`src/logic/bev_params.svh`:
```
`ifndef BEV_PARAMS_SVH
`define BEV_PARAMS_SVH

// ====================
// order bus
// ====================

// shared input bus, sized for the date field
`define BEV_IN_W 9
// box number, doubles as the memory address
`define BEV_ADDR_W 8
// date on the bus: month sits above day
`define BEV_MON_W 4
`define BEV_DAY_W 5
`define BEV_IN_MON_LSB 5

// ====================
// box record
// ====================

// from msb: black, green, month, milk, pineapple, day
`define BEV_BOX_W 64
`define BEV_VOL_W 12
`define BEV_REC_DATE_W 8

// total cup volume per size
`define BEV_CUP_L 12'd960
`define BEV_CUP_M 12'd720
`define BEV_CUP_S 12'd480

`endif

```
`src/logic/bev_pkg.sv`:
```
`include "bev_params.svh"

package bev_pkg;

    // supply is decoded but answered without any memory access
    typedef enum logic [1:0] {
        make_drink = 2'd0,
        supply     = 2'd1,
        check_date = 2'd2
    } action_t;

    typedef enum logic [2:0] {
        black_tea,
        milk_tea,
        extra_milk_tea,
        green_tea,
        green_milk_tea,
        pineapple_juice,
        super_pineapple_tea,
        super_pineapple_milk_tea
    } drink_t;

    // encoding 2 is unused
    typedef enum logic [1:0] {
        size_l = 2'd0,
        size_m = 2'd1,
        size_s = 2'd3
    } size_t;

    typedef enum logic [1:0] {
        no_err = 2'd0,
        no_exp = 2'd1,
        no_ing = 2'd2
    } err_t;

    // field view of one box, top bit first
    typedef struct packed {
        logic [`BEV_VOL_W-1:0]      black;
        logic [`BEV_VOL_W-1:0]      green;
        logic [`BEV_REC_DATE_W-1:0] month;
        logic [`BEV_VOL_W-1:0]      milk;
        logic [`BEV_VOL_W-1:0]      pine;
        logic [`BEV_REC_DATE_W-1:0] day;
    } box_fields_t;

    // memory side moves raw, controller decodes fields
    typedef union packed {
        logic [`BEV_BOX_W-1:0] raw;
        box_fields_t           fields;
    } box_word_t;

    // required volume per ingredient
    typedef struct packed {
        logic [`BEV_VOL_W-1:0] black;
        logic [`BEV_VOL_W-1:0] green;
        logic [`BEV_VOL_W-1:0] milk;
        logic [`BEV_VOL_W-1:0] pine;
    } need_t;

endpackage

```
`src/logic/bev_ifs.sv`:
```
`include "bev_params.svh"

// ====================
// held order
// ====================
interface order_if;
    // one-cycle pulse once the box number is in
    logic                   ready;
    // fields hold until the next action arrives
    bev_pkg::action_t       action;
    bev_pkg::drink_t        drink;
    bev_pkg::size_t         size;
    logic [`BEV_MON_W-1:0]  month;
    logic [`BEV_DAY_W-1:0]  day;
    logic [`BEV_ADDR_W-1:0] box_no;

    modport producer (output ready, action, drink, size, month, day, box_no);
    modport consumer (input ready, action, drink, size, month, day, box_no);
endinterface


```
`src/logic/order_capture.sv`:
```
`include "bev_params.svh"

module order_capture (
    input  logic                 clk,
    input  logic                 rst_n,
    input  logic [`BEV_IN_W-1:0] in_data,
    input  logic                 act_valid,
    input  logic                 type_valid,
    input  logic                 size_valid,
    input  logic                 date_valid,
    input  logic                 box_no_valid,
    order_if.producer            ord
);

    // box number always comes last, so it closes the order
    always_ff @(posedge clk or negedge rst_n) begin
        if (!rst_n) begin
            ord.ready <= 1'b0;
        end else begin
            ord.ready <= box_no_valid;
        end
    end

    // ====================
    // field latches
    // ====================

    // each field loads on its own valid only
    always_ff @(posedge clk) begin
        if (act_valid) begin
            ord.action <= bev_pkg::action_t'(in_data[1:0]);
        end
        if (type_valid) begin
            ord.drink <= bev_pkg::drink_t'(in_data[2:0]);
        end
        if (size_valid) begin
            ord.size <= bev_pkg::size_t'(in_data[1:0]);
        end
        // month above day on the bus
        if (date_valid) begin
            ord.month <= in_data[`BEV_IN_MON_LSB +: `BEV_MON_W];
            ord.day   <= in_data[`BEV_DAY_W-1:0];
        end
        if (box_no_valid) begin
            ord.box_no <= in_data[`BEV_ADDR_W-1:0];
        end
    end

    // the bus carries one field per cycle
    a_one_valid: assert property (@(posedge clk) disable iff (!rst_n)
        $onehot0({act_valid, type_valid, size_valid, date_valid, box_no_valid}));

endmodule

```
`src/flat_wrapper.sv`:
```
// flat-port wrapper written by rule: the top's interface ports become plain ports
module order_capture_flat 
  (clk, rst_n, in_data, act_valid, type_valid, size_valid, date_valid, box_no_valid, ord_ready, ord_action, ord_drink, ord_size, ord_month, ord_day, ord_box_no);
  order_if ord_i ();
  input  logic clk;
  input  logic rst_n;
  input  logic [`BEV_IN_W-1:0] in_data;
  input  logic act_valid;
  input  logic type_valid;
  input  logic size_valid;
  input  logic date_valid;
  input  logic box_no_valid;
  output wire logic [$bits(ord_i.ready)-1:0] ord_ready;
  output wire logic [$bits(ord_i.action)-1:0] ord_action;
  output wire logic [$bits(ord_i.drink)-1:0] ord_drink;
  output wire logic [$bits(ord_i.size)-1:0] ord_size;
  output wire logic [$bits(ord_i.month)-1:0] ord_month;
  output wire logic [$bits(ord_i.day)-1:0] ord_day;
  output wire logic [$bits(ord_i.box_no)-1:0] ord_box_no;
  assign ord_ready = ord_i.ready;
  assign ord_action = ord_i.action;
  assign ord_drink = ord_i.drink;
  assign ord_size = ord_i.size;
  assign ord_month = ord_i.month;
  assign ord_day = ord_i.day;
  assign ord_box_no = ord_i.box_no;
  order_capture u_core (.clk(clk), .rst_n(rst_n), .in_data(in_data), .act_valid(act_valid), .type_valid(type_valid), .size_valid(size_valid), .date_valid(date_valid), .box_no_valid(box_no_valid), .ord(ord_i));
endmodule
```
`config.mk`:
```
export PLATFORM = sky130hd
export DESIGN_NAME = order_capture_flat
export DESIGN_NICKNAME = d
export VERILOG_FILES = /design/src/logic/bev_pkg.sv /design/src/logic/bev_ifs.sv /design/src/logic/order_capture.sv /design/src/flat_wrapper.sv
export VERILOG_INCLUDE_DIRS = /design/src /design/src/logic
export SDC_FILE = /design/constraint.sdc
export NUM_CORES = 1
export LEC_CHECK = 0
export BUFFER_PORTS_ARGS = -buffer_cell sky130_fd_sc_hd__buf_4
export CORE_UTILIZATION = 44
export CTS_CLUSTER_DIAMETER = 200
export DETAILED_ROUTE_END_ITERATION = 16
export PLACE_DENSITY = 0.8
export SLEW_MARGIN = 40
export SYNTH_ARGS = -nofsm -noshare
export SYNTH_HDL_FRONTEND = slang
export SYNTH_SLANG_ARGS = --single-unit
```
`constraint.sdc`:
```
create_clock -name clk -period 0.86 [get_ports clk]
set_input_delay 0.172 -clock clk [delete_from_list [all_inputs] [get_ports clk]]
set_output_delay 0.172 -clock clk [all_outputs]
set_load 0.02 [all_outputs]
```
Word-level counts from Yosys, hierarchy flattened. Cells that the tools add are included.

Register bits: 25. Input bits: 16. Output and inout port bits: 25. Logic and storage cells: 7.

Longest topological paths before layout.
Depth after elaboration: 0. Depth in mapped cells: 0. Mapped depth without buffers: 0.

Worst setup path before layout. Ideal clock, no wire load.

Path type: register to output. Start point: reg u_core.ord.action[0]. End point: out ord_action[0]. Arrival: 0.449 ns. Slack: 0.239 ns. Stages on the path, launching flop included: 1. Cells stage by stage: edfxtp_1.

RTL lines: from (decl) (line bev_ifs.sv:17) `modport producer (output ready, action, drink, size, month, day, box_no);`; from (signal assigned) (line order_capture.sv:31) `ord.action <= bev_pkg::action_t'(in_data[1:0]);`; to (decl) (line flat_wrapper.sv:14) `output wire logic [$bits(ord_i.action)-1:0] ord_action;`.

No word-level cell between the ends.

Worst setup path in the final report.
Start point: reg u_core.ord.box_no[6]. End point: out ord_box_no[6].

RTL lines: from (decl) (line bev_ifs.sv:17); from (signal assigned) (line order_capture.sv:45) `` ord.box_no <= in_data[`BEV_ADDR_W-1:0]; ``; to (decl) (line flat_wrapper.sv:19) `output wire logic [$bits(ord_i.box_no)-1:0] ord_box_no;`.

No word-level cell between the ends.

==> metrics <==
Tmin final=around 1.0 ns; Post-Syn Area per Cell=roughly 30 µm²; first-pass GRT wire length=roughly 1700 µm; Place WS=about 0.16 ns; clk slew on worst S/H paths=between 0.1 and 0.15 ns; initial cell density of the core=48.4%; Die Area=1860 µm²; maximum vdd ir drop=between 1000 and 1500 µV; Pre-Repair DR Iteration Count=3; CTS Buf Count=3; max_cap viols=0; hold slack=approximately 0.035 ns; Yosys top cell by area=edfxtp_1; FILL cells=96; fmax=approximately 960 MHz; Seq/Total Area, Yosys=100%; DRC Markers=0; number of global-route vias before repair=between 400 and 500; area of the mapped netlist=746 µm²; port bufs=40; Final Non-Filler Cells=86; Die Width=~43 µm; Synth Area in Simple Gates=0%; CP peak stage delay=0.42 ns; setup TNS=-3.98 ns; syn nets=between 40 and 50; ranking of synthesized cells by area=edfxtp_1 97%, dfrtp_1 3.4%; critical path launch point type=register; Detail Route Antenna Nets=0; row count=14; Root Buffer=clkbuf_4; max-slew violations=0; Hold Path End=u_core.ord.month[3]$_DFFE_PP_; sw power=approximately 0.55 mW; violated checks=negative setup slack; Commonest cells post-synth=24 x edfxtp_1, 1 x dfrtp_1; initial antenna violation count=0; count of multi-input gates=0; synth unique cells=2; WS Path Type=reg -> out; Hold Crit Depth=1; xor/xnor share of the synthesized area=0%; Placed Area=1070 µm²; Rel. slew slack=91.5%; crit-path cells=buf_6; core area=between 1500 and 2000 µm²; fin crit share=121%; mux share of post-synthesis cell area=0%; Via-to-Cell Ratio=4.76; worst hold path type=in -> reg; RePlAce Congestion=~0.60; WL final=~1200 µm; CTS tree=done; Area Overhead vs Synth=60.6%; HP Start=in_data[8]; Logic pwr share=16.8%; GRT Overall Usage=13.4%; dominant synthesized flop cell=edfxtp_1; data required time at the worst endpoint=around 0.7 ns; Final setup viols=25; Worst Path Buf+Inv=1; GRT overflow=0; Worst Max-Slew Pin Slew=about 0.13 ns; family with the most delay on the worst path=flip-flops; setup bufs post-CTS=0; pwr dens=1980 nW/µm²; placed cell count=81; fin area=approximately 1200 µm²; area share of fa/ha/maj cells after synthesis=0%; most numerous cell in the Yosys netlist=edfxtp_1; Leak=between 0.4 and 0.5 nW; sw frac=between 20% and 30%; Finished Core Util=approximately 78%; Int Pwr=between 1.5 and 2 mW; Clk pwr share=roughly a fifth; vias=about 400; Ys Warns=0; share of layout cells above drive strength 1=approximately 63%; FFs w/ async S/R, synth=about 4%; wire per inst=13.8 µm; CP Max Fanout=1; RSZ-0062 raised after global routing=true; critical path capture point type=output port; register share of total power=a little over three fifths; Post-synth EDFFs=24; Longest Clk Path Bufs=2; io pins=between 40 and 50; final net count=between 80 and 90; CTS Sinks=25; Overall Power=about 2.4 mW; largest net degree at the start of global routing=15; status=finished with violations; Gate Count Post-Synth=25; WP data arrival=between 0.8 and 0.9 ns; Yosys top cell area share=a little under 100%; Yosys reg bits=25; 1st-iter DRT viols=6; final hold violations=0; Final Worst Setup Slack=-0.185 ns; area of the multi-input gates=0 µm²; CP max stage cell=edfxtp_1; Clock H-tree levels=1; Die H=between 40 and 50 µm; diode count=0; area fraction in compound gates after synthesis=0%
[cell usage in the layout (no fill, tap or decap), drive strengths merged]
cell type    synthesis  routed
clkinv               0       1
buf                  0      40
edfxtp              24      24
clkbuf               0       3
dlygate4sd3          0       1
dfrtp                1       1
[final cells by class]
class,count,area (µm²),area share [%]
Sequential cell,25,746,62.3
Clock buffer,3,22.5,1.88
Clock inverter,1,5.00,0.418
Timing Repair Buffer,41,404,33.8
Tap cell,16,20.0,1.67
[flip-flops by register name, summed over array words and instances, names as in the netlist]
register / cells
u_core.ord.action: 2
u_core.ord.size: 2
u_core.ord.day: 5
u_core.ord.box_no: 8
u_core.ord.ready: 1
u_core.ord.month: 4
u_core.ord.drink: 3
[logic make-up (layout without fill, tap and decap cells)]
| logic type | count (synthesis) | after routing |
|---|---|---|
| flip-flops | 25 | 25 |
| buffers and inverters | 0 | 45 |
[power by group through the flow]
stage,clock network [mW],logic (mW),registers (mW)
after floorplan,0,0,1.62
after global placement,0,0.336,1.49
after global routing,0.537,0.412,1.49
final,0.494,0.398,1.48
after detailed placement,0,0.343,1.49
after CTS,0.500,0.398,1.48
[timing repair]
action	in CTS	in global routing
endpoints found under the setup margin	25	25
hold endpoints to repair	1	0
gates resized for setup	24	1
hold buffers	1	0
[worst max-delay path by stage]
stage,from,to,slack (ns),depth (start not counted)
2_1_floorplan,u_core.ord.action[0]$_DFFE_PP_,ord_action[0],0.24,0
3_3_place_gp,u_core.ord.box_no[1]$_DFFE_PP_,ord_box_no[1],0.18,1
3_5_place_dp,u_core.ord.month[1]$_DFFE_PP_,ord_month[1],0.16,1
4_1_cts,u_core.ord.month[1]$_DFFE_PP_,ord_month[1],-0.19,1
5_1_grt,u_core.ord.month[1]$_DFFE_PP_,ord_month[1],-0.22,1
6_report,u_core.ord.box_no[6]$_DFFE_PP_,ord_box_no[6],-0.18,1
[per-layer routing]
| layer | share of wire, % | vias to the layer above | GRT usage (%) |
|---|---|---|---|
| li1 | - | 189 | - |
| met1 | 34 | 199 | 12.8 |
| met2 | 60 | 19 | 25.7 |
| met3 | 5.0 | 2 | 2.55 |
| met4 | 1.8 | 0 | 7.27 |
| met5 | 0 | - | 0 |
No activity file was read; power rests on OpenSTA's default activity.
