<file path="src/logic/bev_params.svh">
`ifndef BEV_PARAMS_SVH
`define BEV_PARAMS_SVH

// ====================
// order bus
// ====================

// shared input bus, sized for the date field
`define BEV_IN_W 9
// box number, doubles as the memory address
`define BEV_ADDR_W 8
// date on the bus: month sits above day
`define BEV_MON_W 4
`define BEV_DAY_W 5
`define BEV_IN_MON_LSB 5

// ====================
// box record
// ====================

// from msb: black, green, month, milk, pineapple, day
`define BEV_BOX_W 64
`define BEV_VOL_W 12
`define BEV_REC_DATE_W 8

// total cup volume per size
`define BEV_CUP_L 12'd960
`define BEV_CUP_M 12'd720
`define BEV_CUP_S 12'd480

`endif

</file>
<file path="src/logic/bev_pkg.sv">
`include "bev_params.svh"

package bev_pkg;

    // supply is decoded but answered without any memory access
    typedef enum logic [1:0] {
        make_drink = 2'd0,
        supply     = 2'd1,
        check_date = 2'd2
    } action_t;

    typedef enum logic [2:0] {
        black_tea,
        milk_tea,
        extra_milk_tea,
        green_tea,
        green_milk_tea,
        pineapple_juice,
        super_pineapple_tea,
        super_pineapple_milk_tea
    } drink_t;

    // encoding 2 is unused
    typedef enum logic [1:0] {
        size_l = 2'd0,
        size_m = 2'd1,
        size_s = 2'd3
    } size_t;

    typedef enum logic [1:0] {
        no_err = 2'd0,
        no_exp = 2'd1,
        no_ing = 2'd2
    } err_t;

    // field view of one box, top bit first
    typedef struct packed {
        logic [`BEV_VOL_W-1:0]      black;
        logic [`BEV_VOL_W-1:0]      green;
        logic [`BEV_REC_DATE_W-1:0] month;
        logic [`BEV_VOL_W-1:0]      milk;
        logic [`BEV_VOL_W-1:0]      pine;
        logic [`BEV_REC_DATE_W-1:0] day;
    } box_fields_t;

    // memory side moves raw, controller decodes fields
    typedef union packed {
        logic [`BEV_BOX_W-1:0] raw;
        box_fields_t           fields;
    } box_word_t;

    // required volume per ingredient
    typedef struct packed {
        logic [`BEV_VOL_W-1:0] black;
        logic [`BEV_VOL_W-1:0] green;
        logic [`BEV_VOL_W-1:0] milk;
        logic [`BEV_VOL_W-1:0] pine;
    } need_t;

endpackage

</file>
<file path="src/logic/bev_ifs.sv">
`include "bev_params.svh"


// ====================
// box access
// ====================
interface box_if;
    // single outstanding access
    logic                   req;
    logic                   write;
    logic [`BEV_ADDR_W-1:0] addr;
    bev_pkg::box_word_t     wdata;
    // done pulses with the memory response
    logic                   done;
    bev_pkg::box_word_t     rdata;

    modport requester (output req, write, addr, wdata, input done, rdata);
    modport responder (input req, write, addr, wdata, output done, rdata);
endinterface

</file>
<file path="src/logic/box_link.sv">
`include "bev_params.svh"

module box_link (
    input  logic                   clk,
    input  logic                   rst_n,
    box_if.responder               bx,
    output logic [`BEV_ADDR_W-1:0] c_addr,
    output logic                   c_r_wb,
    output logic                   c_in_valid,
    output logic [`BEV_BOX_W-1:0]  c_data_w,
    input  logic                   c_out_valid,
    input  logic [`BEV_BOX_W-1:0]  c_data_r
);

    // high from request until the memory answers
    logic pending;

    // ====================
    // request side
    // ====================

    // c_in_valid trails req by one cycle
    always_ff @(posedge clk or negedge rst_n) begin
        if (!rst_n) begin
            c_in_valid <= 1'b0;
            pending    <= 1'b0;
        end else begin
            c_in_valid <= bx.req;
            if (bx.req) begin
                pending <= 1'b1;
            end else if (c_out_valid) begin
                pending <= 1'b0;
            end
        end
    end

    // address and data ride with c_in_valid
    always_ff @(posedge clk) begin
        if (bx.req) begin
            c_addr   <= bx.addr;
            // memory side: 1 = read, 0 = write
            c_r_wb   <= !bx.write;
            c_data_w <= bx.wdata.raw;
        end
    end

    // ====================
    // response side
    // ====================

    // stray responses never reach the controller
    assign bx.done  = c_out_valid && pending;
    assign bx.rdata = bev_pkg::box_word_t'(c_data_r);

    // the memory only answers what was asked
    a_no_stray_resp: assert property (@(posedge clk) disable iff (!rst_n)
        c_out_valid |-> pending);

    // controller keeps one access in flight
    a_one_in_flight: assert property (@(posedge clk) disable iff (!rst_n)
        bx.req |-> !pending);

endmodule

</file>
<file path="src/flat_wrapper.sv">
// flat-port wrapper written by rule: the top's interface ports become plain ports
module box_link_flat 
  (clk, rst_n, c_addr, c_r_wb, c_in_valid, c_data_w, c_out_valid, c_data_r, bx_req, bx_write, bx_addr, bx_wdata, bx_done, bx_rdata);
  box_if bx_i ();
  input  logic clk;
  input  logic rst_n;
  output logic [`BEV_ADDR_W-1:0] c_addr;
  output logic c_r_wb;
  output logic c_in_valid;
  output logic [`BEV_BOX_W-1:0] c_data_w;
  input  logic c_out_valid;
  input  logic [`BEV_BOX_W-1:0] c_data_r;
  input wire logic [$bits(bx_i.req)-1:0] bx_req;
  input wire logic [$bits(bx_i.write)-1:0] bx_write;
  input wire logic [$bits(bx_i.addr)-1:0] bx_addr;
  input wire logic [$bits(bx_i.wdata)-1:0] bx_wdata;
  output wire logic [$bits(bx_i.done)-1:0] bx_done;
  output wire logic [$bits(bx_i.rdata)-1:0] bx_rdata;
  assign bx_i.req = bx_req;
  assign bx_i.write = bx_write;
  assign bx_i.addr = bx_addr;
  assign bx_i.wdata = bx_wdata;
  assign bx_done = bx_i.done;
  assign bx_rdata = bx_i.rdata;
  box_link u_core (.clk(clk), .rst_n(rst_n), .bx(bx_i), .c_addr(c_addr), .c_r_wb(c_r_wb), .c_in_valid(c_in_valid), .c_data_w(c_data_w), .c_out_valid(c_out_valid), .c_data_r(c_data_r));
endmodule
</file>
<file path="config.mk">
export PLATFORM = sky130hd
export DESIGN_NAME = box_link_flat
export DESIGN_NICKNAME = d
export VERILOG_FILES = /design/src/logic/bev_pkg.sv /design/src/logic/bev_ifs.sv /design/src/logic/box_link.sv /design/src/flat_wrapper.sv
export VERILOG_INCLUDE_DIRS = /design/src /design/src/logic
export SDC_FILE = /design/constraint.sdc
export NUM_CORES = 1
export LEC_CHECK = 0
export ABC_CLOCK_PERIOD_IN_PS = 800
export BUFFER_PORTS_ARGS = -buffer_cell sky130_fd_sc_hd__buf_2
export CORE_AREA = 4 4 107 109
export DETAILED_ROUTE_END_ITERATION = 16
export DIE_AREA = 0 0 111 113
export GPL_TIMING_DRIVEN = 0
export PLACE_DENSITY = 0.68
export REMOVE_ABC_BUFFERS = 1
export SYNTH_ARGS = -nofsm -noshare
export SYNTH_HDL_FRONTEND = slang
export SYNTH_SLANG_ARGS = --single-unit
</file>
<file path="constraint.sdc">
create_clock -name clk -period 0.8 [get_ports clk]
set_input_delay 0.16 -clock clk [delete_from_list [all_inputs] [get_ports clk]]
set_output_delay 0.16 -clock clk [all_outputs]
set_load 0.01 [all_outputs]
</file>
**Word-level counts from Yosys, hierarchy flattened**

Index checks and enable logic that the tools add are counted.

- Input port bits: 141
- Flip-flop bits (word level): 75
- Output and inout bits: 139
- Logic and storage cells: 10

- Muxes and demuxes: 2
- Reduce and logical (&&, ||, !) cells: 3

Operator list:

| kind | count |
|---|---|
| $mux W1 | 2 |
| $reduce_bool A2 Y1 | 1 |
| $logic_and A1 B1 Y1 | 1 |
| $logic_not A1 Y1 | 1 |

**Depth between registers and ports, before layout**

Gate-level depths: netlist of run 1.

- Depth after elaboration: 2
- Mapped depth: 2
- Gate-level depth less buffers: 2

**Least setup slack after synthesis of run 1**

Ideal clock, no wire load.

- Kind: register -> output
- From: reg u_core.pending
- To: out bx_done
- Cell stages (with the launch flop): 2
- Required time: 0.640 ns
- Path buffers: 0
- Arrival time: 0.529 ns
- Setup slack: 0.111 ns
- Cells stage by stage: dfrtp_1 and2_2

- Cells in the longest elaborated chain, start to end: 1

RTL lines:

| what | RTL line | text |
|---|---|---|
| from (decl) | box_link.sv:16 | `logic pending;` |
| from (signal assigned) | box_link.sv:26 | `pending <= 1'b0;` |
| from (signal assigned) | box_link.sv:30 | `pending <= 1'b1;` |
| from (signal assigned) | box_link.sv:32 | `pending <= 1'b0;` |
| $logic_and A1 B1 Y1 | box_link.sv:52 | `assign bx.done = c_out_valid && pending;` |
| to (decl) | flat_wrapper.sv:17 | `output wire logic [$bits(bx_i.done)-1:0] bx_done;` |

No other way between the ends.

**Worst setup path after layout of run 1**

Same ends and word-level chain as after synthesis.

==> key figures, run 1 <==
Global route
  • Met2 usage: 26.7%
  • Total GRT Usage: 18.4%
  • First-pass GRT wire length: 15.7 mm
  • Gr busiest metal: met2
  • Initial antenna violation count: 0
  • M3 GR Usage: 23.0%
  • Vias in the first global route: 2055
  • Total grt overflow: 0
  • Maximum number of pins on one net before global-route repair: 76
  • GR Layer Usage met1: 15.3%

CTS
  • Clk buf depth: 2
  • Number of setup buffers added after CTS: 0
  • TritonCTS clock tree: yes
  • H-tree Lvls: 3
  • Clk sinks: 75
  • Worst skew pair latency: 0.34 ns
  • Clk Tree Root Cell: clkbuf_8
  • CTS buffer count: 9
  • Worst-path clk slew: 0.08 ns

Detailed routing
  • Total Wirelength: 11.6 mm
  • Drt initial violations: 85
  • DRC viols: 0
  • Drt wl/cell: 25.3 um
  • Vias per cell: 3.98
  • Via count: 1826
  • Drt first pass iters: 3
  • Post-route ant nets: 0

Setup path
  • Worst path depth: 2
  • Delay-heaviest family, CP: flip-flops
  • Crit start category: flop
  • Worst reg2reg path depth: 1
  • CP peak stage delay: 0.38 ns
  • Worst reg2reg startpoint: u_core.pending
  • CP max stage cell: dfrtp_1
  • Crit Path Max Fanout: 2
  • Critical path, cell by cell: and2_4, buf_6
  • Req. time, crit path: 0.64 ns
  • WP buf/inv: 1
  • Crit Path Class: flop to output port
  • Reg2reg end: u_core.pending
  • Worst setup EP type: output port
  • CP arrival: 0.97 ns
  • R2R setup slack: 0.16 ns

Synthesis
  • Post-synthesis cell type count: 6
  • Post-synthesis cell count: 143
  • Ys flop type: edfxtp_1
  • EDFF count, synth: 73
  • Area leader, netlist: edfxtp_1
  • Top-area cell type share of the netlist area: 79.9%
  • Warnings, synthesis: 0
  • Post-synthesis register bit count: 75
  • Synth async-reset ratio: 2.67%
  • Mapped Area: 2750 um2
  • Synth top area cells: edfxtp_1 80%, buf_4 18%, dfrtp_1 1.8%
  • Most common cell in the netlist: edfxtp_1
  • Register area share after synthesis: 81.7%
  • Commonest cells post-synth: 73 x edfxtp_1, 64 x buf_4, 2 x dfrtp_1, 2 x inv_1
  • Mapped Avg Cell Area: 19.2 um2

Floorplanning
  • Die ar.: 12500 um2
  • Standard-cell rows: 38
  • Initial Utilization: 25.9%
  • Die Width: 111 um
  • Ports: 280
  • Core Area: 10600 um2
  • Die H: 113 um

Timing
  • Slew margin rel.: 54.1%
  • Finish-stage setup viols: 75
  • Tmin final: 1.13 ns
  • Worst Tran Pin Value: 0.689 ns
  • Final setup margin: -0.330 ns
  • Final Hold Fails: 0
  • Slew Viols, Final: 0
  • Final period util: 141%
  • Unrepaired setup endpoints after global routing: true
  • Setup_tns: -16.06 ns
  • Fmax: 885 MHz
  • Worst Skew: 0 ns

Outcome
  • Failing checks: setup timing
  • Status: complete, but fails checks

Place
  • Gpl congestion: 0.818
  • HPWL after detailed placement: 9.35 mm
  • Port bufs: 151
  • Placed Instances: 370

Hold path
  • Start point of the worst hold path: bx_write
  • Worst hold path type: input pin to flop
  • Hold endpoint: u_core.c_r_wb
  • Min-Delay Path Depth: 2

Final layout
  • Post-Layout Cell Count: 459
  • Share of layout cells above drive strength 1: 52.4%
  • ANT cells: 0
  • Layout Nets: 455
  • Synthesis-to-finish area growth: 51.6%

Pwr
  • Pleak: 0.00177 uW
  • Total power: 8910 uW
  • P per Cell Area: 2140 nW/um2
  • Peak VDD IR: 0.804 mV

Run
  • Max-Cap Viols: 0
==> power breakdown <==
| group | internal, uW | switching (uW) |
|---|---|---|
| combinational | 571 | 473 |
| sequential | 4650 | 74.6 |
| clock | 1740 | 1400 |
==> metal layers <==
metal,part of all wire (%),up-vias
met5,0.77,-
met4,0.46,2
met3,27,9
met2,44,212
met1,28,819
li1,-,784
==> per-stage QoR <==
stage | cell area (um2) | utilization [%] | worst slack (ns) | hold WS, ns
2_1_floorplan | 2260 | - | 0.111 | -0.136
4_1_cts | 4160 | 39.2 | -0.362 | 0.0401
3_3_place_gp | 3200 | 30.1 | -0.963 | -0.0552
3_5_place_dp | 3200 | 30.2 | -0.515 | -0.0525
6_report | 4160 | 39.3 | -0.330 | 0.0642
5_1_grt | 4160 | 39.3 | -0.390 | 0.0478
==> registers in the layout, summed over array words and instances, names as in the netlist <==
| register | flops |
|---|---|
| u_core.c_addr | 8 |
| u_core.c_r_wb | 1 |
| u_core.c_in_valid | 1 |
| u_core.c_data_w | 64 |
| u_core.pending | 1 |
==> placed cells by master, fill, tap and decap left out, types with 2 or more instances in the layout <==
| cell | count |
|---|---|
| clkinvlp_4 | 2 |
| edfxtp_1 | 73 |
| buf_2 | 148 |
| bufinv_16 | 2 |
| buf_6 | 3 |
| dlygate4sd3_1 | 73 |
| clkbuf_8 | 9 |
| inv_1 | 2 |
| dfrtp_1 | 2 |
==> kinds of logic after synthesis <==
group | after synthesis | synth area share, %
flops | 75 | 81.7
buf+inv | 66 | 17.8
simple gates | 1 | 0.274
compound gates | 1 | 0.274
==> cell type report <==
| cell class | count | area (um2) |
|---|---|---|
| clock inverters | 7 | 92.6 |
| flip-flops and latches | 75 | 2240 |
| inverters | 2 | 7.51 |
| clock buffers | 9 | 124 |
| repair buffers | 224 | 1510 |
| well taps | 140 | 175 |
| fillers | 998 | 6440 |
| multi-input cells | 2 | 16.3 |
==> worst max path at each step <==
stage | start | to | slack [ns]
6_report | u_core.pending | bx_done | -0.33
5_1_grt | u_core.pending | bx_done | -0.39
4_1_cts | u_core.pending | bx_done | -0.36
3_5_place_dp | bx_req | u_core.c_data_w[34] | -0.52
3_3_place_gp | bx_req | u_core.c_data_w[14] | -0.96
2_1_floorplan | u_core.pending | bx_done | 0.11
==> repair_timing <==
item	in CTS	in global routing
hold buffers	73	0
gates resized for setup	4	2
endpoints found under the hold margin	74	0
setup endpoints to repair	148	75
Power figures use the tool's default switching activity.
==> inputs of run 2 (changes only) <==
--- a/config.mk
+++ b/config.mk
@@ -6,14 +6,15 @@
 export SDC_FILE = /design/constraint.sdc
 export NUM_CORES = 1
 export LEC_CHECK = 0
-export ABC_CLOCK_PERIOD_IN_PS = 800
+export ABC_CLOCK_PERIOD_IN_PS = 1400
 export BUFFER_PORTS_ARGS = -buffer_cell sky130_fd_sc_hd__buf_2
 export CORE_AREA = 4 4 107 109
 export DETAILED_ROUTE_END_ITERATION = 16
 export DIE_AREA = 0 0 111 113
 export GPL_TIMING_DRIVEN = 0
-export PLACE_DENSITY = 0.68
+export PLACE_DENSITY = 0.65
 export REMOVE_ABC_BUFFERS = 1
+export SETUP_SLACK_MARGIN = 0.3
 export SYNTH_ARGS = -nofsm -noshare
 export SYNTH_HDL_FRONTEND = slang
 export SYNTH_SLANG_ARGS = --single-unit
==> constraint.sdc (replaced) <==
create_clock -name clk -period 1.4 [get_ports clk]
set_input_delay 0.28 -clock clk [delete_from_list [all_inputs] [get_ports clk]]
set_output_delay 0.28 -clock clk [all_outputs]
set_load 0.01 [all_outputs]
==> key figures, run 2 (synthesis gave the netlist of run 1 again) <==
Global route
  • Total GRT Usage: 18.0% (was 18.4%)
  • GR Layer Usage met1: 17.2% (was 15.3%)
  • Vias in the first global route: 1697 (was 2055)
  • M3 GR Usage: 24.3% (was 23.0%)
  • Maximum number of pins on one net before global-route repair: 76 (unchanged)
  • Initial antenna violation count: 0 (unchanged)
  • Met2 usage: 22.3% (was 26.7%)
  • Gr busiest metal: met3 (was met2)
  • First-pass GRT wire length: 14.8 mm (was 15.7 mm)
  • Total grt overflow: 0 (unchanged)

Setup path
  • WP buf/inv: 1 (unchanged)
  • Req. time, crit path: 1.12 ns (was 0.64 ns)
  • Delay-heaviest family, CP: flip-flops (unchanged)
  • Worst setup EP type: output port (unchanged)
  • Crit start category: flop (unchanged)
  • CP peak stage delay: 0.38 ns (about the same)
  • Crit Path Class: flop to output port (unchanged)
  • CP max stage cell: dfrtp_1 (unchanged)
  • Crit Path Max Fanout: 2 (unchanged)
  • Critical path, cell by cell: and2_4, buf_6 (unchanged)
  • CP arrival: 0.96 ns (was 0.97 ns)

Detailed routing
  • Total Wirelength: 11.4 mm (was 11.6 mm)
  • Drt wl/cell: 29.6 um (was 25.3 um)
  • Vias per cell: 4.11 (was 3.98)
  • Via count: 1586 (was 1826)
  • Drt first pass iters: 4 (was 3)
  • DRC viols: 0 (unchanged)
  • Drt initial violations: 28 (was 85)
  • Post-route ant nets: 0 (unchanged)

Floorplanning
  • Standard-cell rows: 38 (unchanged)
  • Core Area: 10600 um2 (unchanged)
  • Die ar.: 12500 um2 (unchanged)
  • Ports: 280 (unchanged)
  • Die H: 113 um (unchanged)
  • Die Width: 111 um (unchanged)
  • Initial Utilization: 25.9% (unchanged)

Timing
  • Final Hold Fails: 0 (unchanged)
  • Fmax: 806 MHz
  • Setup_tns: 0 ns (was -16.06 ns)
  • Final setup margin: 0.159 ns (was -0.330 ns)
  • Unrepaired setup endpoints after global routing: true (unchanged)
  • Worst Tran Pin Value: 0.927 ns (was 0.689 ns)
  • Worst Skew: 0 ns (unchanged)
  • Finish-stage setup viols: 0 (was 75)
  • Final period util: 88.6%
  • Tmin final: 1.24 ns
  • Slew Viols, Final: 0 (unchanged)
  • Slew margin rel.: 38.2% (was 54.1%)

Final layout
  • Most frequent cells in the layout: 147 x buf_2, 73 x edfxtp_1, 9 x clkbuf_8 (was 148 x buf_2, 73 x dlygate4sd3_1, 73 x edfxtp_1)
  • Share of layout cells above drive strength 1: 66.7% (was 52.4%)
  • ANT cells: 0 (unchanged)
  • Max reg flops: 64 (unchanged)
  • Layout Nets: 383 (was 455)
  • Synthesis-to-finish area growth: 23.1% (was 51.6%)
  • Commonest non-fill, non-tap cell in the layout: buf_2 (unchanged)
  • Post-Layout Cell Count: 386 (was 459)
  • Biggest regs: u_core.c_data_w (64), u_core.c_addr (8) (unchanged)
  • Reg with most FFs: u_core.c_data_w (unchanged)

Pwr
  • P per Cell Area: 1330 nW/um2 (was 2140 nW/um2)
  • Pleak: 0.00144 uW (was 0.00177 uW)
  • Peak VDD IR: 0.419 mV (was 0.804 mV)
  • Total power: 4490 uW (was 8910 uW)

Place
  • HPWL after detailed placement: 9.69 mm (was 9.35 mm)
  • Gpl congestion: 0.808 (was 0.818)
  • Pre-CTS WS: -0.0265 ns (was -0.515 ns)
  • Port bufs: 151 (unchanged)
  • Placed Instances: 370 (unchanged)

CTS
  • H-tree Lvls: 3 (unchanged)
  • TritonCTS clock tree: yes (unchanged)
  • CTS buffer count: 9 (unchanged)
  • Worst-path clk slew: 0.08 ns (about the same)
  • Clk Tree Root Cell: clkbuf_8 (unchanged)
  • Worst skew pair latency: 0.33 ns (was 0.34 ns)
  • Clk sinks: 75 (unchanged)
  • Clk buf depth: 2 (unchanged)

Hold path
  • Worst hold path type: input pin to flop (unchanged)

Outcome
  • Status: completed (was complete, but fails checks)

Run
  • Max-Cap Viols: 0 (unchanged)
-- run 2: cell types whose count changed in the layout (fill, tap and decap cells not counted), sizes merged --
cell         change
bufinv           -2
clkinvlp         -2
clkinv           +1
clkbuf           +2
dlygate4sd3     -72
-- run 2: layer usage --
| metal | share of wire (%) | routed length (um) |
|---|---|---|
| met5 | 0.30 | 34 |
| met4 | 1.1 | 127 |
| met3 | 29 | 3310 |
| met2 | 38 | 4360 |
| met1 | 31 | 3570 |
-- run 2: power by group --
group	leakage, uW	switching [uW]	internal [uW]
registers	0.000737	43.2	2660
logic	0.000626	245	196
clock network	0.0000804	725	620
-- run 2: path summary, 6_finish.rpt --
path,startpoint,endpoint,slack [ns],cells after the start
max,u_core.pending,bx_done,0.16,2
min,bx_wdata[0],u_core.c_data_w[0],0.11,1
max reg2reg,u_core.pending,u_core.pending,0.76,1
min reg2reg,u_core.pending,u_core.pending,0.48,1
max in group asynchronous,rst_n,u_core.c_in_valid,1.04,2
min in group asynchronous,rst_n,u_core.pending,0.27,2
-- run 2: final cells by class --
type	instances	area, um2
Clock buffer	11	131
Clock inverter	4	18.8
Fill cell	1055	7220
Inverter	2	7.51
Multi-Input combinational cell	2	16.3
Sequential cell	75	2240
Tap cell	140	175
Timing Repair Buffer	152	787
-- run 2: what timing repair did --
item                                   4_1_cts  5_1_grt
setup buffers                                0        0
setup endpoints to repair                   75       75
hold buffers                                 1        0
cloned                                       0        0
gates resized for setup                      4        2
endpoints found under the hold margin        2        0
-- run 2: per-stage QoR --
stage / instance area (um2) / hold WS (ns) / util, %
after floorplan: 2260 / -0.0156 / -
after global placement: 3200 / 0.0675 / 30.1
after detailed placement: 3200 / 0.0698 / 30.2
after CTS: 3370 / 0.0824 / 31.8
after global routing: 3380 / 0.0827 / 31.9
final: 3380 / 0.112 / 31.9
