## config.mk

```make
export PLATFORM = sky130hd
export DESIGN_NAME = bev_ctrl_flat
export DESIGN_NICKNAME = d
export VERILOG_FILES = /design/src/logic/bev_pkg.sv /design/src/logic/bev_ifs.sv /design/src/logic/bev_ctrl.sv /design/src/flat_wrapper.sv
export VERILOG_INCLUDE_DIRS = /design/src /design/src/logic
export SDC_FILE = /design/constraint.sdc
export NUM_CORES = 1
export LEC_CHECK = 0
export BUFFER_PORTS_ARGS = -buffer_cell sky130_fd_sc_hd__clkbuf_2
export CAP_MARGIN = 25
export CORE_MARGIN = 2
export CORE_UTILIZATION = 53
export CTS_BUF_LIST = sky130_fd_sc_hd__clkbuf_8
export DETAILED_ROUTE_END_ITERATION = 10
export PLACE_DENSITY = 0.94
export SYNTH_ARGS = -nofsm -noshare
export SYNTH_HDL_FRONTEND = slang
export SYNTH_SLANG_ARGS = --single-unit
```

## constraint.sdc

```tcl
create_clock -name clk -period 23.7 [get_ports clk]
set_clock_uncertainty 0.2 [all_clocks]
set_input_delay 2.37 -clock clk [delete_from_list [all_inputs] [get_ports clk]]
set_output_delay 2.37 -clock clk [all_outputs]
set_load 0.05 [all_outputs]
```

## src/logic/bev_params.svh

```systemverilog
`ifndef BEV_PARAMS_SVH
`define BEV_PARAMS_SVH

// ====================
// order bus
// ====================

// shared input bus, sized for the date field
`define BEV_IN_W 9
// box number, doubles as the memory address
`define BEV_ADDR_W 8
// date on the bus: month sits above day
`define BEV_MON_W 4
`define BEV_DAY_W 5
`define BEV_IN_MON_LSB 5

// ====================
// box record
// ====================

// from msb: black, green, month, milk, pineapple, day
`define BEV_BOX_W 64
`define BEV_VOL_W 12
`define BEV_REC_DATE_W 8

// total cup volume per size
`define BEV_CUP_L 12'd960
`define BEV_CUP_M 12'd720
`define BEV_CUP_S 12'd480

`endif

```

## src/logic/bev_pkg.sv

```systemverilog
`include "bev_params.svh"

package bev_pkg;

    // supply is decoded but answered without any memory access
    typedef enum logic [1:0] {
        make_drink = 2'd0,
        supply     = 2'd1,
        check_date = 2'd2
    } action_t;

    typedef enum logic [2:0] {
        black_tea,
        milk_tea,
        extra_milk_tea,
        green_tea,
        green_milk_tea,
        pineapple_juice,
        super_pineapple_tea,
        super_pineapple_milk_tea
    } drink_t;

    // encoding 2 is unused
    typedef enum logic [1:0] {
        size_l = 2'd0,
        size_m = 2'd1,
        size_s = 2'd3
    } size_t;

    typedef enum logic [1:0] {
        no_err = 2'd0,
        no_exp = 2'd1,
        no_ing = 2'd2
    } err_t;

    // field view of one box, top bit first
    typedef struct packed {
        logic [`BEV_VOL_W-1:0]      black;
        logic [`BEV_VOL_W-1:0]      green;
        logic [`BEV_REC_DATE_W-1:0] month;
        logic [`BEV_VOL_W-1:0]      milk;
        logic [`BEV_VOL_W-1:0]      pine;
        logic [`BEV_REC_DATE_W-1:0] day;
    } box_fields_t;

    // memory side moves raw, controller decodes fields
    typedef union packed {
        logic [`BEV_BOX_W-1:0] raw;
        box_fields_t           fields;
    } box_word_t;

    // required volume per ingredient
    typedef struct packed {
        logic [`BEV_VOL_W-1:0] black;
        logic [`BEV_VOL_W-1:0] green;
        logic [`BEV_VOL_W-1:0] milk;
        logic [`BEV_VOL_W-1:0] pine;
    } need_t;

endpackage

```

## src/logic/bev_ifs.sv

```systemverilog
`include "bev_params.svh"

// ====================
// held order
// ====================
interface order_if;
    // one-cycle pulse once the box number is in
    logic                   ready;
    // fields hold until the next action arrives
    bev_pkg::action_t       action;
    bev_pkg::drink_t        drink;
    bev_pkg::size_t         size;
    logic [`BEV_MON_W-1:0]  month;
    logic [`BEV_DAY_W-1:0]  day;
    logic [`BEV_ADDR_W-1:0] box_no;

    modport producer (output ready, action, drink, size, month, day, box_no);
    modport consumer (input ready, action, drink, size, month, day, box_no);
endinterface

// ====================
// box access
// ====================
interface box_if;
    // single outstanding access
    logic                   req;
    logic                   write;
    logic [`BEV_ADDR_W-1:0] addr;
    bev_pkg::box_word_t     wdata;
    // done pulses with the memory response
    logic                   done;
    bev_pkg::box_word_t     rdata;

    modport requester (output req, write, addr, wdata, input done, rdata);
    modport responder (input req, write, addr, wdata, output done, rdata);
endinterface

```

## src/logic/bev_ctrl.sv

```systemverilog
`include "bev_params.svh"

module bev_ctrl (
    input  logic           clk,
    input  logic           rst_n,
    order_if.consumer      ord,
    box_if.requester       bx,
    input  bev_pkg::need_t need,
    output logic           out_valid,
    output bev_pkg::err_t  err_msg,
    output logic           complete
);

    typedef enum logic [2:0] {
        st_idle,
        st_read,
        st_check,
        st_write,
        st_respond
    } state_t;

    state_t                     state;
    bev_pkg::box_word_t         box_q;
    bev_pkg::box_word_t         box_new;
    bev_pkg::err_t              err_q;
    bev_pkg::err_t              verdict;
    logic [`BEV_REC_DATE_W-1:0] ord_month;
    logic [`BEV_REC_DATE_W-1:0] ord_day;
    logic                       expired;
    logic                       short_ing;
    logic                       is_make;
    logic                       mem_order;

    assign is_make   = (ord.action == bev_pkg::make_drink);
    // supply and unknown actions skip the memory
    assign mem_order = is_make || (ord.action == bev_pkg::check_date);

    // ====================
    // checks
    // ====================

    // order date widened to the record field
    assign ord_month = {{(`BEV_REC_DATE_W - `BEV_MON_W){1'b0}}, ord.month};
    assign ord_day   = {{(`BEV_REC_DATE_W - `BEV_DAY_W){1'b0}}, ord.day};

    assign expired = (ord_month > box_q.fields.month) ||
                     ((ord_month == box_q.fields.month) && (ord_day > box_q.fields.day));

    // any ingredient short fails the whole drink
    assign short_ing = (need.black > box_q.fields.black) ||
                       (need.green > box_q.fields.green) ||
                       (need.milk  > box_q.fields.milk)  ||
                       (need.pine  > box_q.fields.pine);

    // expiry wins over a shortage
    always_comb begin
        if (expired) begin
            verdict = bev_pkg::no_exp;
        end else if (is_make && short_ing) begin
            verdict = bev_pkg::no_ing;
        end else begin
            verdict = bev_pkg::no_err;
        end
    end

    // write-back record keeps the date as read
    always_comb begin
        box_new              = box_q;
        box_new.fields.black = box_q.fields.black - need.black;
        box_new.fields.green = box_q.fields.green - need.green;
        box_new.fields.milk  = box_q.fields.milk - need.milk;
        box_new.fields.pine  = box_q.fields.pine - need.pine;
    end

    // held for the whole access
    assign bx.addr  = ord.box_no;
    assign bx.write = (state == st_write);
    assign bx.wdata = box_new;

    // ====================
    // order FSM
    // ====================
    always_ff @(posedge clk or negedge rst_n) begin
        if (!rst_n) begin
            state  <= st_idle;
            bx.req <= 1'b0;
            err_q  <= bev_pkg::no_err;
        end else begin
            bx.req <= 1'b0;
            case (state)
                st_idle: begin
                    if (ord.ready && mem_order) begin
                        state  <= st_read;
                        bx.req <= 1'b1;
                    end else if (ord.ready) begin
                        state <= st_respond;
                        err_q <= bev_pkg::no_err;
                    end
                end
                st_read: begin
                    if (bx.done) begin
                        state <= st_check;
                    end
                end
                // pass on make drink goes to write-back
                st_check: begin
                    err_q <= verdict;
                    if (is_make && (verdict == bev_pkg::no_err)) begin
                        state  <= st_write;
                        bx.req <= 1'b1;
                    end else begin
                        state <= st_respond;
                    end
                end
                st_write: begin
                    if (bx.done) begin
                        state <= st_respond;
                    end
                end
                st_respond: begin
                    state <= st_idle;
                end
                default: begin
                    state <= st_idle;
                end
            endcase
        end
    end

    // record from the read response
    always_ff @(posedge clk) begin
        if ((state == st_read) && bx.done) begin
            box_q <= bx.rdata;
        end
    end

    // ====================
    // results
    // ====================
    assign out_valid = (state == st_respond);
    assign err_msg   = out_valid ? err_q : bev_pkg::no_err;
    assign complete  = out_valid && (err_q == bev_pkg::no_err);

    // next order only once the last result is out
    a_order_idle: assert property (@(posedge clk) disable iff (!rst_n)
        ord.ready |-> (state == st_idle));

endmodule

```

## src/flat_wrapper.sv

```systemverilog
// flat-port wrapper written by rule: the top's interface ports become plain ports
module bev_ctrl_flat 
  (clk, rst_n, need, out_valid, err_msg, complete, ord_ready, ord_action, ord_drink, ord_size, ord_month, ord_day, ord_box_no, bx_req, bx_write, bx_addr, bx_wdata, bx_done, bx_rdata);
  order_if ord_i ();
  box_if bx_i ();
  input  logic clk;
  input  logic rst_n;
  input  bev_pkg::need_t need;
  output logic out_valid;
  output bev_pkg::err_t err_msg;
  output logic complete;
  input wire logic [$bits(ord_i.ready)-1:0] ord_ready;
  input wire logic [$bits(ord_i.action)-1:0] ord_action;
  input wire logic [$bits(ord_i.drink)-1:0] ord_drink;
  input wire logic [$bits(ord_i.size)-1:0] ord_size;
  input wire logic [$bits(ord_i.month)-1:0] ord_month;
  input wire logic [$bits(ord_i.day)-1:0] ord_day;
  input wire logic [$bits(ord_i.box_no)-1:0] ord_box_no;
  output wire logic [$bits(bx_i.req)-1:0] bx_req;
  output wire logic [$bits(bx_i.write)-1:0] bx_write;
  output wire logic [$bits(bx_i.addr)-1:0] bx_addr;
  output wire logic [$bits(bx_i.wdata)-1:0] bx_wdata;
  input wire logic [$bits(bx_i.done)-1:0] bx_done;
  input wire logic [$bits(bx_i.rdata)-1:0] bx_rdata;
  assign ord_i.ready = ord_ready;
  assign ord_i.action = ord_action;
  assign ord_i.drink = ord_drink;
  assign ord_i.size = ord_size;
  assign ord_i.month = ord_month;
  assign ord_i.day = ord_day;
  assign ord_i.box_no = ord_box_no;
  assign bx_req = bx_i.req;
  assign bx_write = bx_i.write;
  assign bx_addr = bx_i.addr;
  assign bx_wdata = bx_i.wdata;
  assign bx_i.done = bx_done;
  assign bx_i.rdata = bx_rdata;
  bev_ctrl u_core (.clk(clk), .rst_n(rst_n), .ord(ord_i), .bx(bx_i), .need(need), .out_valid(out_valid), .err_msg(err_msg), .complete(complete));
endmodule
```

Word level (Yosys, flattened, before mapping)
Cells that the tools add are included.
{"block": "totals", "register_bits": 70, "out_inout_bits": 78, "in_bits": 140}
{"block": "classes", "n_mux": 15, "n_eq_ne": 11, "magnitude_cmp": 6, "reduce_logical": 18, "add_sub_neg": 4}
{"op": "$gt A12 B12 Y1", "count": 4}
{"op": "$sub A12 B12 Y12", "count": 4}
{"op": "$mux W3", "count": 5}
{"op": "$pmux W3 S4", "count": 1}
{"op": "$mux W2", "count": 5}
{"op": "$eq A4 B8 Y1", "count": 1}
{"op": "$gt A4 B8 Y1", "count": 1}
{"op": "$gt A5 B8 Y1", "count": 1}
{"op": "$eq A3 B2 Y1 const B", "count": 2}
{"op": "$logic_and A1 B1 Y1", "count": 6}
{"op": "$logic_not A2 Y1", "count": 3}
{"op": "$ne A2 B2 Y1 const B", "count": 3}
{"op": "$reduce_and A3 Y1", "count": 2}
{"op": "$logic_or A1 B1 Y1", "count": 5}
{"op": "$pmux W2 S2", "count": 1}
{"op": "$eq A3 B1 Y1 const B", "count": 1}
{"op": "$eq A3 B3 Y1 const B", "count": 1}
{"op": "$logic_not A3 Y1", "count": 1}
{"op": "$ne A3 B2 Y1 const B", "count": 1}
{"op": "$eq A2 B2 Y1 const B", "count": 1}
{"op": "$mux W1", "count": 2}
{"op": "$ne A2 B1 Y1 const B", "count": 1}
{"op": "$pmux W1 S2", "count": 1}
{"op": "$reduce_bool A2 Y1", "count": 1}

Logic depth before layout (Yosys ltp)
Gate-level depths: netlist of the first run.
{"block": "logic_depth", "ltp_word": 11, "mapped_depth": 10}

Least setup slack after synthesis of the first run
No wires, ideal clock.
{"block": "synth_timing", "path_kind": "input port to flip-flop", "start": "in bx_done", "end": "reg u_core.box_q[0] (netlist name) (enable)", "setup_slack_ps": 13973, "n_path_buf": 0, "required_time_ps": 22834, "setup_time_ps": 666, "arrival_time_ps": 8861, "path_stages": 1, "cell_sequence": "nor4b_1"}
{"block": "synth_between", "elab_chain_cells": 1}
{"item": "start, declared", "line": "flat_wrapper.sv:23", "rtl": "input wire logic [$bits(bx_i.done)-1:0] bx_done;"}
{"item": "$logic_and A1 B1 Y1", "line": "bev_ctrl.sv:132", "rtl": "if ((state == st_read) && bx.done) begin"}
{"item": "end signal, assigned", "line": "bev_ctrl.sv:133", "rtl": "box_q <= bx.rdata;"}
{"item": "end, declared", "line": "bev_ctrl.sv:23", "rtl": "bev_pkg::box_word_t box_q;"}
No other way between the ends.
A chain may end at the register's enable or synchronous reset.

Worst setup path in the final report of the first run
{"block": "layout_timing", "start": "in need[13] (netlist name)", "end": "out bx_wdata[31]"}
{"block": "layout_between", "elab_chain_cells": 1}
{"item": "start, declared", "line": "flat_wrapper.sv:8", "rtl": "input bev_pkg::need_t need;"}
{"item": "$sub A12 B12 Y12", "line": "bev_ctrl.sv:71", "rtl": "box_new.fields.milk = box_q.fields.milk - need.milk;"}
{"item": "end, declared", "line": "flat_wrapper.sv:22", "rtl": "output wire logic [$bits(bx_i.wdata)-1:0] bx_wdata;"}
No other way between the ends.

==> flow_summary.json, run 1 <==
{
  "maxClockFrequency_mhz": 139,
  "drive_gt1_share_pct": 32.7,
  "cts_tree": "yes",
  "clock_latency_ns": 0.34,
  "rows": 35,
  "ys_top_cells_by_count": "inv_1 (80), edfxtp_1 (64), ha_1 (57)",
  "synth_seq_area_share_pct": 41.8,
  "clkTransAtPathRegs_ns": 0.08,
  "area_growth_pct": 23.1,
  "hold_viol_final": 0,
  "start_util_pct": 54.1,
  "io_pins": 218,
  "end_kind": "primary output",
  "synth_cells": 495,
  "cp_num_buf_inv": 3,
  "cp_slowest_cell": "or4b_1",
  "p_per_area_mw_per_mm2": 95.6,
  "nets": 879,
  "drc": 0,
  "avgSynthCellArea_um2": 10.0,
  "yosysTopAreaCell": "edfxtp_1",
  "post_drt_wl_per_cell_um": 14.8,
  "cp_max_fo": 3,
  "cp.required_ns": 21.13,
  "syn-cell-area_mm2": 0.00495,
  "leakagePower_nw": 3.02,
  "start_kind": "input port",
  "grt_pass1_wl_mm": 18.8,
  "tns_ns": 0,
  "fillers": 710,
  "die_y_um": 101,
  "crit_path_cell_trace": "clkbuf_2 -> inv_1 -> ha_1 -> nor2b_1 -> o21a_1 -> o21ai_2 -> a21oi_1 -> o41ai_2 -> or4b_1 -> o211ai_1 -> clkbuf_2",
  "drv_slew": 0,
  "synth_seq_cells": 70,
  "die_w_um": 101,
  "criticalPathCategory": "input port to primary output",
  "synth.most_common_cell": "inv_1",
  "cts_resized": 0,
  "die_area_mm2": 0.0101,
  "n_antenna_cell": 0,
  "fin_ws_ns": 16.51,
  "crit_top_cell": "clkbuf_2",
  "place_inst": 778,
  "hold_path_class": "register to register",
  "drt_pass1_iterations": 4,
  "syn_nets": 696,
  "yosys_warnings": 0,
  "vias": 4241,
  "post_cts_buffers": 0,
  "cap_violations": 0,
  "finalCriticalPeriod_ns": 7.19,
  "antenna_found_initial": 0,
  "dr.first_iter.drc_count": 148,
  "whs_ns": 0.319,
  "cp.arrival_ns": 4.62,
  "relSlewSlack_pct": 67.3,
  "place_hpwl_mm": 9.96,
  "instances_no_fill": 794,
  "vdd_drop_max_mv": 0.0622,
  "slowest_delay_ns": 0.47,
  "htreeDepth": 3,
  "status": "complete, no violations",
  "postCtsHoldBufs": 0,
  "grt_max_degree": 40,
  "cts_buffer_depth": 2,
  "vias_per_cell": 5.34,
  "synth_edf_count": 64,
  "grt.overflow.total": 0,
  "synthTopCellsByArea": "edfxtp_1 (39%), ha_1 (14%), inv_1 (6.1%)",
  "grt_util_all_layers_pct": 23.3,
  "grt_pass1_vias": 4399,
  "cts_buffers": 9,
  "fin_crit_sh_pct": 30.3,
  "cp_top_family": "compound AO/OA/AOI/OAI gates",
  "synthFlopType": "edfxtp_1",
  "synth_top_area_share_pct": 38.8,
  "place_ws_ns": 16.52,
  "detail-route-antenna-nets": 0,
  "setup_viol_count_final": 0,
  "cts-root-buf": "clkbuf_8",
  "gp_congestion": 0.929,
  "drt-total-wl_mm": 11.7,
  "io_buffers": 196,
  "max_slew.worst_pin.slew_ns": 0.490,
  "synth_cell_types": 55,
  "core-area_mm2": 0.00915,
  "utilization_pct": 66.6,
  "ys_async_sr_fraction_pct": 8.57,
  "rsz0062_at_grt": "false",
  "cts.sinks": 70
}
[metrics by stage]
step,power (mW),cell area [um2]
6_report,0.583,6100
5_1_grt,0.615,6100
4_1_cts,0.585,6100
3_5_place_dp,0.492,5910
3_3_place_gp,0.480,5910
2_1_floorplan,0.430,4950
[final timing paths]
check,startpoint,endpoint,slack [ns],cells past startpoint
max,need[13],bx_wdata[31],16.51,11
min,u_core.err_q[0],u_core.err_q[0],0.32,2
max reg2reg,u_core.box_q[20],u_core.state[2],20.92,10
min reg2reg,u_core.err_q[0],u_core.err_q[0],0.32,2
max in group asynchronous,rst_n,u_core.state[2],21.49,1
min in group asynchronous,rst_n,u_core.bx.req,1.64,1
[worst min-delay path, delay by kind of cell, from the launching register on]
family | cells | cell delay, ns
simple gates | 1 | 0.06
flops | 1 | 0.38
compound gates | 1 | 0.05
[layout by cell type (no fill, tap or decap), types with 3 or more instances in the layout]
cell type,n
o21ai_0,19
nor3_1,15
clkbuf_2,196
nand3_1,8
clkinv_2,3
and3_1,4
a211oi_1,5
o31a_1,6
nor4_1,5
inv_1,81
edfxtp_1,64
a21oi_1,22
fa_1,4
xor2_1,3
o21a_1,19
or4_1,3
clkbuf_8,9
nand2b_1,4
nand2_1,21
nor2b_1,10
ha_1,57
xnor2_1,28
o21ai_1,4
o21bai_1,4
dfrtp_1,6
or3_1,3
nor2_1,40
[registers in the layout, summed over array words and instances (netlist names)]
name and cells:
u_core.state 3, u_core.bx.req 1, u_core.err_q 2, u_core.box_q 64
[kinds of logic after synthesis]
| family | count (synthesis) | synth area share, % |
|---|---|---|
| buf+inv | 106 | 9.85 |
| compound gates | 105 | 14.8 |
| simple gates | 122 | 12.1 |
| fa+ha+maj | 61 | 16.0 |
| flops | 70 | 41.8 |
| xor+xnor | 31 | 5.48 |
[power breakdown]
part	switching (mW)	total (mW)	internal, mW	leakage (nW)
logic	0.227	0.317	0.0900	2.25
clock network	0.0446	0.0928	0.0482	0.105
registers	0.0118	0.173	0.161	0.666
total	0.284	0.583	0.299	3.02
[cell type report]
cell class | instances | area (um2) | area share (%)
clock buffers | 9 | 124 | 2.03
flip-flops and latches | 70 | 2070 | 34.0
well taps | 111 | 139 | 2.28
repair buffers | 198 | 996 | 16.3
multi-input cells | 319 | 2400 | 39.4
clock inverters | 7 | 66.3 | 1.09
inverters | 80 | 300 | 4.92
[routing by layer]
metal | wire, um | share of wire (%) | global-route usage, % | vias up
li1 | - | - | - | 2085
met3 | 649 | 5.5 | 5.20 | 47
met5 | 0 | 0 | 0 | -
met2 | 6310 | 54 | 43.6 | 160
met1 | 4300 | 37 | 24.7 | 1949
met4 | 450 | 3.8 | 10.7 | 0
Note: power is estimated with default switching activity, not from simulation.
==> inputs of run 2 (changes only) <==
--- a/config.mk
+++ b/config.mk
@@ -9,10 +9,10 @@
 export BUFFER_PORTS_ARGS = -buffer_cell sky130_fd_sc_hd__clkbuf_2
 export CAP_MARGIN = 25
 export CORE_MARGIN = 2
-export CORE_UTILIZATION = 53
+export CORE_UTILIZATION = 50
 export CTS_BUF_LIST = sky130_fd_sc_hd__clkbuf_8
 export DETAILED_ROUTE_END_ITERATION = 10
-export PLACE_DENSITY = 0.94
+export PLACE_DENSITY = 0.9
 export SYNTH_ARGS = -nofsm -noshare
 export SYNTH_HDL_FRONTEND = slang
 export SYNTH_SLANG_ARGS = --single-unit
==> constraint.sdc (replaced) <==
create_clock -name clk -period 7.4 [get_ports clk]
set_clock_uncertainty 0.2 [all_clocks]
set_input_delay 0.74 -clock clk [delete_from_list [all_inputs] [get_ports clk]]
set_output_delay 0.74 -clock clk [all_outputs]
set_load 0.05 [all_outputs]
==> flow_summary.json, run 2 (synthesis results as in run 1) <==
{
  "reg_top3": "u_core.box_q: 64 flops, u_core.state: 3 flops, u_core.err_q: 2 flops",
  "rows": 36,
  "detail-route-antenna-nets": 0,
  "place_inst": 799,
  "largest-register": "u_core.box_q",
  "crit_top_cell": "clkbuf_2",
  "cts_tree": "yes",
  "cts_resized": 0,
  "p_sw_share_pct": 49.1,
  "largest_reg_flops": 64,
  "final_common_cell": "clkbuf_2",
  "grt_pass1_wl_mm": 19.2,
  "hold_viol_final": 0,
  "die_y_um": 104,
  "grt_util_all_layers_pct": 21.7,
  "place_ws_ns": 3.47,
  "cp.arrival_ns": 2.99,
  "post_drt_wl_per_cell_um": 14.2,
  "instances_no_fill": 816,
  "dr.first_iter.drc_count": 180,
  "nets": 879,
  "io_pins": 218,
  "start_kind": "input port",
  "cts.sinks": 70,
  "drive_gt1_share_pct": 32.7,
  "drv_slew": 0,
  "rsz0062_at_grt": "false",
  "vias_per_cell": 5.19,
  "utilization_pct": 63.3,
  "slowest_delay_ns": 0.48,
  "grt.overflow.total": 0,
  "power_frac_seq_pct": 30.0,
  "antenna_found_initial": 1,
  "finalCriticalPeriod_ns": 3.93,
  "drc": 0,
  "pwr-share-clk_pct": 15.4,
  "leakagePower_nw": 3.01,
  "htreeDepth": 3,
  "vias": 4238,
  "fillers": 789,
  "drt_pass1_iterations": 4,
  "dpl-instance-area_mm2": 0.00594,
  "final_cell_mix": "clkbuf_2 (196), inv_1 (80), edfxtp_1 (64), ha_1 (57), nor2_1 (40)",
  "die_area_mm2": 0.0107,
  "p_per_area_mw_per_mm2": 302,
  "cts-root-buf": "clkbuf_8",
  "grt_max_degree": 54,
  "fin_crit_sh_pct": 53.1,
  "core-area_mm2": 0.00968,
  "criticalPathCategory": "input port to primary output",
  "place_hpwl_mm": 9.57,
  "crit_path_cell_trace": "clkbuf_2 -> inv_1 -> ha_1 -> nor2b_1 -> o21a_1 -> o21ai_2 -> a21oi_1 -> o41ai_2 -> or4b_1 -> o211ai_1 -> clkbuf_2",
  "maxClockFrequency_mhz": 255,
  "fin_ws_ns": 3.47,
  "stdcell_area_mm2": 0.00613,
  "setup_viol_count_final": 0,
  "status": "complete, no violations",
  "vdd_drop_max_mv": 0.218,
  "hold_path_class": "register to register",
  "cp_slowest_cell": "or4b_1",
  "start_util_pct": 51.2,
  "gp_congestion": 0.843,
  "end_kind": "primary output",
  "die_w_um": 104,
  "tns_ns": 0,
  "relSlewSlack_pct": 48.4,
  "p_comb_share_pct": 54.6,
  "area_growth_pct": 23.8,
  "cp.required_ns": 6.46,
  "io_buffers": 196,
  "cts_buffers": 9,
  "cts_buffer_depth": 2,
  "clock_latency_ns": 0.34,
  "drt-total-wl_mm": 11.6,
  "clkTransAtPathRegs_ns": 0.07,
  "p_int_mw": 0.944,
  "max_slew.worst_pin.slew_ns": 0.771,
  "cap_violations": 0,
  "switchingPower_mw": 0.909,
  "n_antenna_cell": 0,
  "grt_pass1_vias": 4424,
  "cp_max_fo": 3
}
## run 2: per-layer routing
metal / part of all wire, % / routed length, um / global-route usage [%]
met2: 53 / 6150 / 40.1
met4: 3.7 / 427 / 10.3
met5: 0.11 / 13 / 0
met3: 5.9 / 679 / 4.59
met1: 37 / 4280 / 23.5
## run 2: final cells by class
class / instances / area [um2] / share of cell area (%)
Clock buffer: 11 / 151 / 2.47
Sequential cell: 70 / 2070 / 33.8
Tap cell: 133 / 166 / 2.71
Inverter: 80 / 300 / 4.90
Timing Repair Buffer: 198 / 998 / 16.3
Clock inverter: 5 / 33.8 / 0.551
Multi-Input combinational cell: 319 / 2410 / 39.3
## run 2: worst max-delay path, delay by kind of cell
family	cells	cell delay (ns)
buffers and inverters	3	0.46
and+or+nand+nor	2	0.61
AOI/OAI and AO/OA	5	0.91
adders and majority gates	1	0.27
## run 2: power by group through the flow
stage	registers, mW	logic [mW]	clock network (mW)
2_1_floorplan	0.556	0.815	0
3_3_place_gp	0.560	0.977	0
3_5_place_dp	0.565	1.01	0
4_1_cts	0.556	1.01	0.296
5_1_grt	0.564	1.08	0.311
6_report	0.556	1.01	0.285
## run 2: metrics by stage
| step | hold WS, ns | total power, mW |
|---|---|---|
| floorplan | 0.244 | 1.37 |
| global placement | 0.291 | 1.54 |
| detailed placement | 0.320 | 1.57 |
| CTS | 0.336 | 1.87 |
| global route | 0.338 | 1.96 |
| finish | 0.331 | 1.85 |
## run 2: final timing paths
path	end	cells after the start	startpoint	slack, ns
setup / recovery	bx_wdata[31]	11	need[13]	3.47
hold / removal	u_core.err_q[0]	2	u_core.err_q[0]	0.33
setup reg to reg	u_core.state[2]	10	u_core.box_q[20]	4.56
hold reg to reg	u_core.err_q[0]	2	u_core.err_q[0]	0.33
max in group asynchronous	u_core.err_q[1]	2	rst_n	6.25
min in group asynchronous	u_core.bx.req	2	rst_n	0.58
## run 2: what timing repair did
item,4_1_cts,5_1_grt
endpoints found under the hold margin,1,0
buffers inserted,0,0
hold buffers,1,0
